==> src/design/nes_rom_pkg.sv <==
////////////////////////////////////////////////////////////
// iNES file format types and constants
// Header geometry and decoded mapper flags word
////////////////////////////////////////////////////////////

package nes_rom_pkg;

	typedef logic [7:0] byte_t;        // One byte of the image
	typedef logic [7:0] page_count_t;  // PRG or CHR page count from header
	typedef logic [2:0] size_code_t;   // Log2 size class
	typedef logic [7:0] mapper_num_t;

	// Decoded header, handed to the mapper logic
	typedef struct packed {
		logic [3:0]  prg_ram_shift;  // NES 2.0 only
		logic        has_saves;
		logic [7:0]  submapper;      // NES 2.0 only
		logic        four_screen;
		logic        chr_ram;
		logic        mirroring;
		size_code_t  chr_size;
		size_code_t  prg_size;
		mapper_num_t mapper;
	} mapper_flags_t;

	typedef struct packed {
		page_count_t prg_pages;
		page_count_t chr_pages;
	} rom_geometry_t;

	////////////////////////////////////////////////////////////
	// Format constants
	////////////////////////////////////////////////////////////

	localparam int INES_HEADER_BYTES = 16;

	// "NES" followed by 1Ah
	localparam byte_t INES_MAGIC_0 = 8'h4E;
	localparam byte_t INES_MAGIC_1 = 8'h45;
	localparam byte_t INES_MAGIC_2 = 8'h53;
	localparam byte_t INES_MAGIC_3 = 8'h1A;

	localparam int PRG_PAGE_SHIFT = 14;  // 16 KiB pages
	localparam int CHR_PAGE_SHIFT = 13;  // 8 KiB pages

endpackage

==> src/design/loader_pkg.sv <==
////////////////////////////////////////////////////////////
// Loader memory map, state encoding and write bus types
////////////////////////////////////////////////////////////

package loader_pkg;

	typedef logic [21:0] mem_addr_t;
	typedef logic [21:0] byte_count_t;  // Bytes left in a section

	// One memory write, valid in the cycle write is high
	typedef struct packed {
		mem_addr_t          addr;
		nes_rom_pkg::byte_t data;
		logic               write;
	} mem_write_t;

	typedef enum logic [2:0] {
		ST_HEADER,
		ST_PRG,
		ST_CHR,
		ST_ERROR,
		ST_DONE
	} loader_state_t;

	////////////////////////////////////////////////////////////
	// Memory map
	////////////////////////////////////////////////////////////

	localparam mem_addr_t PRG_BASE = 22'h000000;
	localparam mem_addr_t CHR_BASE = 22'h200000;  // CHR half of the map

endpackage

==> src/design/game_loader.sv <==
////////////////////////////////////////////////////////////
// ROM image loader top
// FSM, header decoder and section counter
////////////////////////////////////////////////////////////

`timescale 1ns/100ps

module game_loader import nes_rom_pkg::*, loader_pkg::*; (
	input  logic          clk,
	input  logic          reset_nes,
	input  byte_t         indata,
	input  logic          indata_clk,
	input  logic          invert_mirroring,
	output mem_write_t    mem,
	output mapper_flags_t mapper_flags,
	output logic          busy,
	output logic          done,
	output logic          error
);

	logic          header_capture;
	logic          header_complete;
	logic          header_valid;
	rom_geometry_t geometry;
	logic          start_prg;
	logic          start_chr;
	logic          advance;
	mem_addr_t     mem_addr;
	logic          section_empty;

	loader_ctrl u_ctrl (
		.clk             (clk),
		.reset_nes       (reset_nes),
		.indata_clk      (indata_clk),
		.header_complete (header_complete),
		.header_valid    (header_valid),
		.section_empty   (section_empty),
		.header_capture  (header_capture),
		.start_prg       (start_prg),
		.start_chr       (start_chr),
		.advance         (advance),
		.busy            (busy),
		.done            (done),
		.error           (error)
	);

	ines_header u_header (
		.clk              (clk),
		.reset_nes        (reset_nes),
		.indata           (indata),
		.header_capture   (header_capture),
		.invert_mirroring (invert_mirroring),
		.header_complete  (header_complete),
		.header_valid     (header_valid),
		.geometry         (geometry),
		.mapper_flags     (mapper_flags)
	);

	load_counter u_counter (
		.clk           (clk),
		.reset_nes     (reset_nes),
		.start_prg     (start_prg),
		.start_chr     (start_chr),
		.advance       (advance),
		.geometry      (geometry),
		.mem_addr      (mem_addr),
		.section_empty (section_empty)
	);

	// Each accepted ROM byte goes straight out with its address
	assign mem = '{addr: mem_addr, data: indata, write: advance};

endmodule

==> src/design/ines_header.sv <==
////////////////////////////////////////////////////////////
// iNES header capture and check
// Size class coding and mapper flag decoding
////////////////////////////////////////////////////////////

`timescale 1ns/100ps

module ines_header import nes_rom_pkg::*; (
	input  logic          clk,
	input  logic          reset_nes,
	input  byte_t         indata,
	input  logic          header_capture,
	input  logic          invert_mirroring,
	output logic          header_complete,
	output logic          header_valid,
	output rom_geometry_t geometry,
	output mapper_flags_t mapper_flags
);

	byte_t      hdr [INES_HEADER_BYTES];
	logic [3:0] hdr_idx;
	logic       is_nes20;
	logic       is_dirty;
	logic       tail_nonzero;

	// Smallest n with pages <= 2^n, saturating at 7
	function automatic size_code_t size_code(input page_count_t pages);
		size_code_t code;
		code = 3'd7;
		for (int n = 6; n >= 0; n--) begin
			if (int'(pages) <= (1 << n))
				code = size_code_t'(n);
		end
		return code;
	endfunction

	////////////////////////////////////////////////////////////
	// Byte capture
	////////////////////////////////////////////////////////////

	always_ff @(posedge clk) begin
		if (header_capture)
			hdr[hdr_idx] <= indata;
	end

	always_ff @(posedge clk) begin
		if (reset_nes)
			hdr_idx <= '0;
		else if (header_capture)
			hdr_idx <= hdr_idx + 4'd1;  // Wraps after byte 15
	end

	// Last header byte on its way in
	assign header_complete = header_capture && (hdr_idx == 4'(INES_HEADER_BYTES - 1));

	// Signature plus no trainer; all five bytes are already stored here
	assign header_valid = (hdr[0] == INES_MAGIC_0) && (hdr[1] == INES_MAGIC_1) &&
	                      (hdr[2] == INES_MAGIC_2) && (hdr[3] == INES_MAGIC_3) &&
	                      !hdr[6][2];

	assign geometry.prg_pages = hdr[4];
	assign geometry.chr_pages = hdr[5];

	////////////////////////////////////////////////////////////
	// Flag decoding
	////////////////////////////////////////////////////////////

	assign is_nes20 = (hdr[7][3:2] == 2'b10);

	// Junk in the tail of an old iNES 1.0 header
	always_comb begin
		tail_nonzero = (hdr[9][7:1] != 7'd0);
		for (int i = 10; i < INES_HEADER_BYTES; i++) begin
			if (hdr[i] != 8'h00)
				tail_nonzero = 1'b1;
		end
	end

	assign is_dirty = !is_nes20 && tail_nonzero;

	always_comb begin
		mapper_flags.mapper        = {is_dirty ? 4'h0 : hdr[7][7:4], hdr[6][7:4]};
		mapper_flags.prg_size      = size_code(hdr[4]);
		mapper_flags.chr_size      = size_code(hdr[5]);
		mapper_flags.mirroring     = hdr[6][0] ^ invert_mirroring;
		mapper_flags.chr_ram       = (hdr[5] == 8'h00);  // No CHR ROM pages
		mapper_flags.four_screen   = hdr[6][3];
		mapper_flags.submapper     = is_nes20 ? hdr[8] : 8'h00;
		mapper_flags.has_saves     = hdr[6][1];          // Battery bit
		mapper_flags.prg_ram_shift = is_nes20 ? hdr[10][3:0] : 4'h0;
	end

endmodule

==> src/design/load_counter.sv <==
////////////////////////////////////////////////////////////
// Write address and remaining byte counter
// for the PRG and CHR sections
////////////////////////////////////////////////////////////

`timescale 1ns/100ps

module load_counter import nes_rom_pkg::*, loader_pkg::*; (
	input  logic          clk,
	input  logic          reset_nes,
	input  logic          start_prg,
	input  logic          start_chr,
	input  logic          advance,
	input  rom_geometry_t geometry,
	output mem_addr_t     mem_addr,
	output logic          section_empty
);

	byte_count_t count;
	byte_count_t prg_bytes;
	byte_count_t chr_bytes;

	// Section lengths from the page counts
	assign prg_bytes = byte_count_t'(geometry.prg_pages) << PRG_PAGE_SHIFT;
	assign chr_bytes = byte_count_t'(geometry.chr_pages) << CHR_PAGE_SHIFT;

	always_ff @(posedge clk) begin
		if (reset_nes) begin
			mem_addr <= '0;
			count    <= '0;
		end else if (start_prg) begin
			mem_addr <= PRG_BASE;
			count    <= prg_bytes;
		end else if (start_chr) begin
			mem_addr <= CHR_BASE;
			count    <= chr_bytes;
		end else if (advance) begin
			mem_addr <= mem_addr + 22'd1;
			count    <= count - 22'd1;
		end
	end

	assign section_empty = (count == '0);

endmodule

==> src/design/loader_ctrl.sv <==
////////////////////////////////////////////////////////////
// Loader FSM
// Header, PRG and CHR sequencing with busy, done and error
////////////////////////////////////////////////////////////

`timescale 1ns/100ps

module loader_ctrl import loader_pkg::*; (
	input  logic clk,
	input  logic reset_nes,
	input  logic indata_clk,
	input  logic header_complete,
	input  logic header_valid,
	input  logic section_empty,
	output logic header_capture,
	output logic start_prg,
	output logic start_chr,
	output logic advance,
	output logic busy,
	output logic done,
	output logic error
);

	loader_state_t state;
	logic          in_section;

	assign in_section = (state == ST_PRG) || (state == ST_CHR);

	////////////////////////////////////////////////////////////
	// Strobe steering
	////////////////////////////////////////////////////////////

	assign header_capture = (state == ST_HEADER) && indata_clk;

	// Byte strobes past the end of a section are dropped
	assign advance = in_section && indata_clk && !section_empty;

	assign start_prg = (state == ST_HEADER) && header_complete && header_valid;
	assign start_chr = (state == ST_PRG) && section_empty;

	////////////////////////////////////////////////////////////
	// State and status
	////////////////////////////////////////////////////////////

	always_ff @(posedge clk) begin
		if (reset_nes) begin
			state <= ST_HEADER;
			busy  <= 1'b0;
			done  <= 1'b0;
			error <= 1'b0;
		end else begin
			case (state)
				ST_HEADER: begin
					if (header_complete) begin
						busy  <= 1'b1;
						state <= header_valid ? ST_PRG : ST_ERROR;
					end
				end

				ST_PRG: begin
					if (section_empty)
						state <= ST_CHR;  // Counter reloads on start_chr
				end

				ST_CHR: begin
					// Zero CHR pages ends here right away
					if (section_empty) begin
						state <= ST_DONE;
						done  <= 1'b1;
						busy  <= 1'b0;
					end
				end

				ST_ERROR: begin
					done  <= 1'b1;
					error <= 1'b1;
					busy  <= 1'b0;
				end

				ST_DONE: begin
					done <= 1'b1;  // Holds until reset
					busy <= 1'b0;
				end

				default: state <= ST_HEADER;
			endcase
		end
	end

endmodule

==> config.mk <==
export PLATFORM = sky130hd
export DESIGN_NAME = game_loader
export DESIGN_NICKNAME = d
export VERILOG_FILES = /design/src/design/nes_rom_pkg.sv /design/src/design/loader_pkg.sv /design/src/design/game_loader.sv /design/src/design/ines_header.sv /design/src/design/load_counter.sv /design/src/design/loader_ctrl.sv
export SDC_FILE = /design/constraint.sdc
export NUM_CORES = 1
export LEC_CHECK = 0
export BUFFER_PORTS_ARGS = -buffer_cell sky130_fd_sc_hd__buf_2
export CORE_AREA = 3 3 108 120
export DETAILED_ROUTE_END_ITERATION = 10
export DIE_AREA = 0 0 111 123
export PLACE_DENSITY = 0.86
export SLEW_MARGIN = 40
export SYNTH_ARGS = -nofsm -noshare
export SYNTH_HDL_FRONTEND = slang
export SYNTH_SLANG_ARGS = --single-unit
==> constraint.sdc <==
create_clock -name clk -period 4.95 [get_ports clk]
set_clock_uncertainty 0.2 [all_clocks]
set_input_delay 0.2475 -clock clk [delete_from_list [all_inputs] [get_ports clk]]
set_output_delay 0.2475 -clock clk [all_outputs]
set_load 0.02 [all_outputs]
==> impl_metrics.csv <==
group,metric,value,unit
worst_setup_path,cp_data_arrival_time,2720,ps
finish,multi_input_area,0.00232,mm2
sta,rsz0062_at_grt,"false",
sta,min_period_over_period,64.0,%
floorplanning,die_h,123,um
clocking,cts_sinks,179,
status,outcome,"complete, no violations",
route,drc_errors,0,
placement,gp_congestion,0.872,
clocking,cts_setup_buffers,0,
worst_setup_path,required,4500,ps
worst_setup_path,crit_slowest_cell,"o21ai_2",
sta,slew_violations,0,
logic_synthesis,ys.flop_type,"edfxtp_1",
sta,worstMarginPinSlew,742,ps
worst_setup_path,crit_end,"mem[0]",
sta,hold_violations,0,
power_and_ir_drop,total_power,2.98,mW
grt,grt_start_max_net_pins,35,
grt,grt_pass1_vias,4897,
logic_synthesis,synth_fa_ha_area_share,1.18,%
floorplanning,ioPinCount,76,
route,routed_via_density,6.00,
logic_synthesis,synth_top_family_by_area,"simple AND/OR/NAND/NOR gates",
floorplanning,row_count,42,
finish,fin_nets,671,
logic_synthesis,yosys.area.top_type,"edfxtp_1",
logic_synthesis,syn_nets,610,
clocking,cts_buffer_depth,2,
worst_setup_path,start_kind,"register",
clocking,clk_latency,430,ps
finish,fin_area,0.00833,mm2
clocking,cts_resized,0,
logic_synthesis,synth-simple-area-share,18.8,%
finish,drive_gt1_share,18.6,%
route,routed_wl,15.5,mm
power_and_ir_drop,p_leak,2.99,nW
grt,antenna_found_initial,0,
logic_synthesis,yosys_register_bits,179,
sta,slew_headroom,50.4,%
grt,overflow,0,
worst_setup_path,worstSetupEndpointType,"primary output",
power_and_ir_drop,vdd.ir_drop.worst,0.407,mV
worst_setup_path,critPathMaxFanout,30,
sta,fmax,315,MHz
route,ant_nets,0,
route,wl_per_cell,19.0,um
worst_setup_path,r2r_end,"u_counter.mem_addr[15]",
worst_setup_path,crit_type,"reg -> out",
clocking,numCtsBuffers,17,
logic_synthesis,synth_edf_count,125,
logic_synthesis,syn_area,0.00739,mm2
placement,placedCellCount,786,
clocking,clkTransAtPathRegs,70,ps
sta,fin_ws,1780,ps
grt,grt_usage,23.9,%
min_path,hold_path.class,"in -> reg",
sta,setup_tns,0,ps
route,dr.pass1.iters,4,
logic_synthesis,synthCells,591,
worst_setup_path,reg2reg_slack,2030,ps
placement,io_buffer_count,75,
route,drt_iter0_drc,414,
logic_synthesis,synthMuxAreaShare,0.423,%
logic_synthesis,synth_cell_type_count,67,
finish,diodes,0,
worst_setup_path,max_stage_delay,510,ps
logic_synthesis,syn_avg_cell_area,12.5,um2
logic_synthesis,yosysSeqAreaShare,65.4,%
worst_setup_path,cp-startpoint,"u_counter.count[0]",
sta,setup_viol,0,
worst_setup_path,reg2reg_depth,7,
placement,dpl_cell_area,0.00775,mm2
worst_setup_path,worstReg2RegStart,"u_counter.count[0]",
floorplanning,dieWidth,111,um
power_and_ir_drop,p_per_area,357,mW/mm2
finish,syn2layout_area_growth,12.7,%
sta,whs,36.2,ps
clocking,cts_tree,"yes",
logic_synthesis,synth_top_cells_by_area,"edfxtp_1 (51%), dfxtp_1 (15%), nor2_1 (3.8%), xor2_1 (2.4%), xnor2_1 (1.7%)",
sta,fin_crit,3170,ps
finish,instances_no_fill,819,
floorplanning,start_util,62.0,%
finish,register_area,0.00483,mm2
logic_synthesis,synth_compound_area_share,6.63,%
placement,place_ws,2070,ps
floorplanning,core,0.0119,mm2
placement,dp_hpwl,10.2,mm
worst_setup_path,crit_chain,"inv_1, ha_1, nor4b_1, nand4_1, o21ai_2, inv_2, buf_2",
logic_synthesis,synth_top_area_share,50.8,%
clocking,htree_levels,4,
job,maxCapViolations,0,
finish,fill_cells,795,
grt,grt_pass1_wl,24.8,mm
clocking,cts_root_buffer,"clkbuf_16",
floorplanning,fp.dieArea,0.0137,mm2
finish,utilization,69.8,%
route,via_count,4917,
logic_synthesis,synth-xor-area-share,4.03,%
logic_synthesis,synthArstFlopShare,0,%
logic_synthesis,yosysWarnings,0,
-- worst min-delay path by stage --
| stage | startpoint | cells past startpoint | end |
|---|---|---|---|
| after floorplan | reset_nes | 1 | u_ctrl.state[1] |
| after global placement | u_ctrl.error | 2 | u_ctrl.error |
| after detailed placement | u_ctrl.error | 2 | u_ctrl.error |
| after CTS | indata[1] | 1 | u_header.hdr[8][1] |
| after global routing | indata[1] | 1 | u_header.hdr[8][1] |
| final | indata[1] | 1 | u_header.hdr[8][1] |
-- report_power, final --
part	leakage [nW]	switching (mW)	total [mW]	internal (mW)
Clock	0.282	0.581	1.29	0.708
Sequential	1.56	0.00584	1.62	1.61
Combinational	1.14	0.0523	0.0674	0.0151
-- cell usage after synthesis, types with 2 or more instances --
cell type	count
edfxtp_1	125
nor2_1	75
dfxtp_1	54
nand2_1	32
a21oi_1	21
o21ai_0	20
xor2_1	20
nor4_1	19
and2_1	18
nor3_1	17
nand4_1	16
buf_4	15
nand3_1	14
xnor2_1	14
or3_1	11
clkbuf_1	8
inv_1	8
ha_1	7
buf_2	6
nor2b_1	6
and3_1	5
buf_6	5
nor4b_1	5
a221oi_1	4
nand2b_1	4
and4_1	3
nand3b_1	3
nor4bb_1	3
o211ai_1	3
o221ai_1	3
a2111oi_0	2
a211oi_1	2
a31oi_1	2
mux2i_1	2
nand4b_1	2
o21a_1	2
o31ai_1	2
o41ai_1	2
or2_2	2
or4_1	2
-- registers in the layout (all words and copies together) (netlist names) --
register and cells:
u_ctrl.done 1, u_header.hdr_idx 4, u_ctrl.state 3, u_counter.mem_addr 22
u_counter.count 22, u_ctrl.busy 1, u_ctrl.error 1, u_header.hdr 125
-- per-layer routing --
metal / GRT usage, % / vias up / share of wire (%)
li1: - / 2313 / -
met1: 26.9 / 2389 / 39
met2: 42.9 / 182 / 52
met3: 6.36 / 33 / 5.9
met4: 10.9 / 0 / 2.5
met5: 0 / - / 0
-- critical path, delay by kind of cell (launching register included) --
family	cells	cell delay, ps
AO/OA/AOI/OAI	1	510
flip-flops	1	330
buffers and inverters	3	750
AND/OR/NAND/NOR	2	520
adder cells (fa/ha/maj)	1	170
-- cell families after synthesis --
logic type / Yosys count
buffers and inverters: 43
adder cells (fa/ha/maj): 7
AND/OR/NAND/NOR: 250
XOR/XNOR: 34
flip-flops: 179
AO/OA/AOI/OAI: 75
multiplexers: 3
-- cell type report --
| cell class | instances | area share [%] |
|---|---|---|
| sequential | 179 | 58.0 |
| multi-input combinational | 369 | 27.8 |
| tap | 154 | 2.31 |
| timing repair buffer | 76 | 4.63 |
| inverter | 9 | 0.405 |
| clock inverter | 14 | 1.68 |
| clock buffer | 18 | 5.15 |
-- what timing repair did --
item / in CTS / in global routing
endpoints found under the setup margin: 0 / 0
hold buffers: 1 / 0
hold endpoints to repair: 11 / 0
-- cells in the final DEF, fill, tap and decap left out, types with 3 or more instances in the layout --
cell | synthesis | routed
a21oi_1 | 21 | 21
a221oi_1 | 4 | 4
and2_1 | 18 | 18
and3_1 | 5 | 5
and4_1 | 3 | 3
buf_2 | 6 | 75
clkbuf_16 | 0 | 17
clkinv_4 | 0 | 3
dfxtp_1 | 54 | 54
edfxtp_1 | 125 | 125
ha_1 | 7 | 7
inv_1 | 8 | 8
inv_6 | 0 | 6
nand2_1 | 32 | 32
nand2b_1 | 4 | 4
nand3_1 | 14 | 14
nand3b_1 | 3 | 3
nand4_1 | 16 | 16
nor2_1 | 75 | 75
nor2b_1 | 6 | 6
nor3_1 | 17 | 13
nor3_2 | 1 | 5
nor4_1 | 19 | 19
nor4b_1 | 5 | 5
nor4bb_1 | 3 | 3
o211ai_1 | 3 | 3
o21ai_0 | 20 | 20
o221ai_1 | 3 | 3
or3_1 | 11 | 11
xnor2_1 | 14 | 14
xor2_1 | 20 | 20
Note: power is estimated with default switching activity, not from simulation.
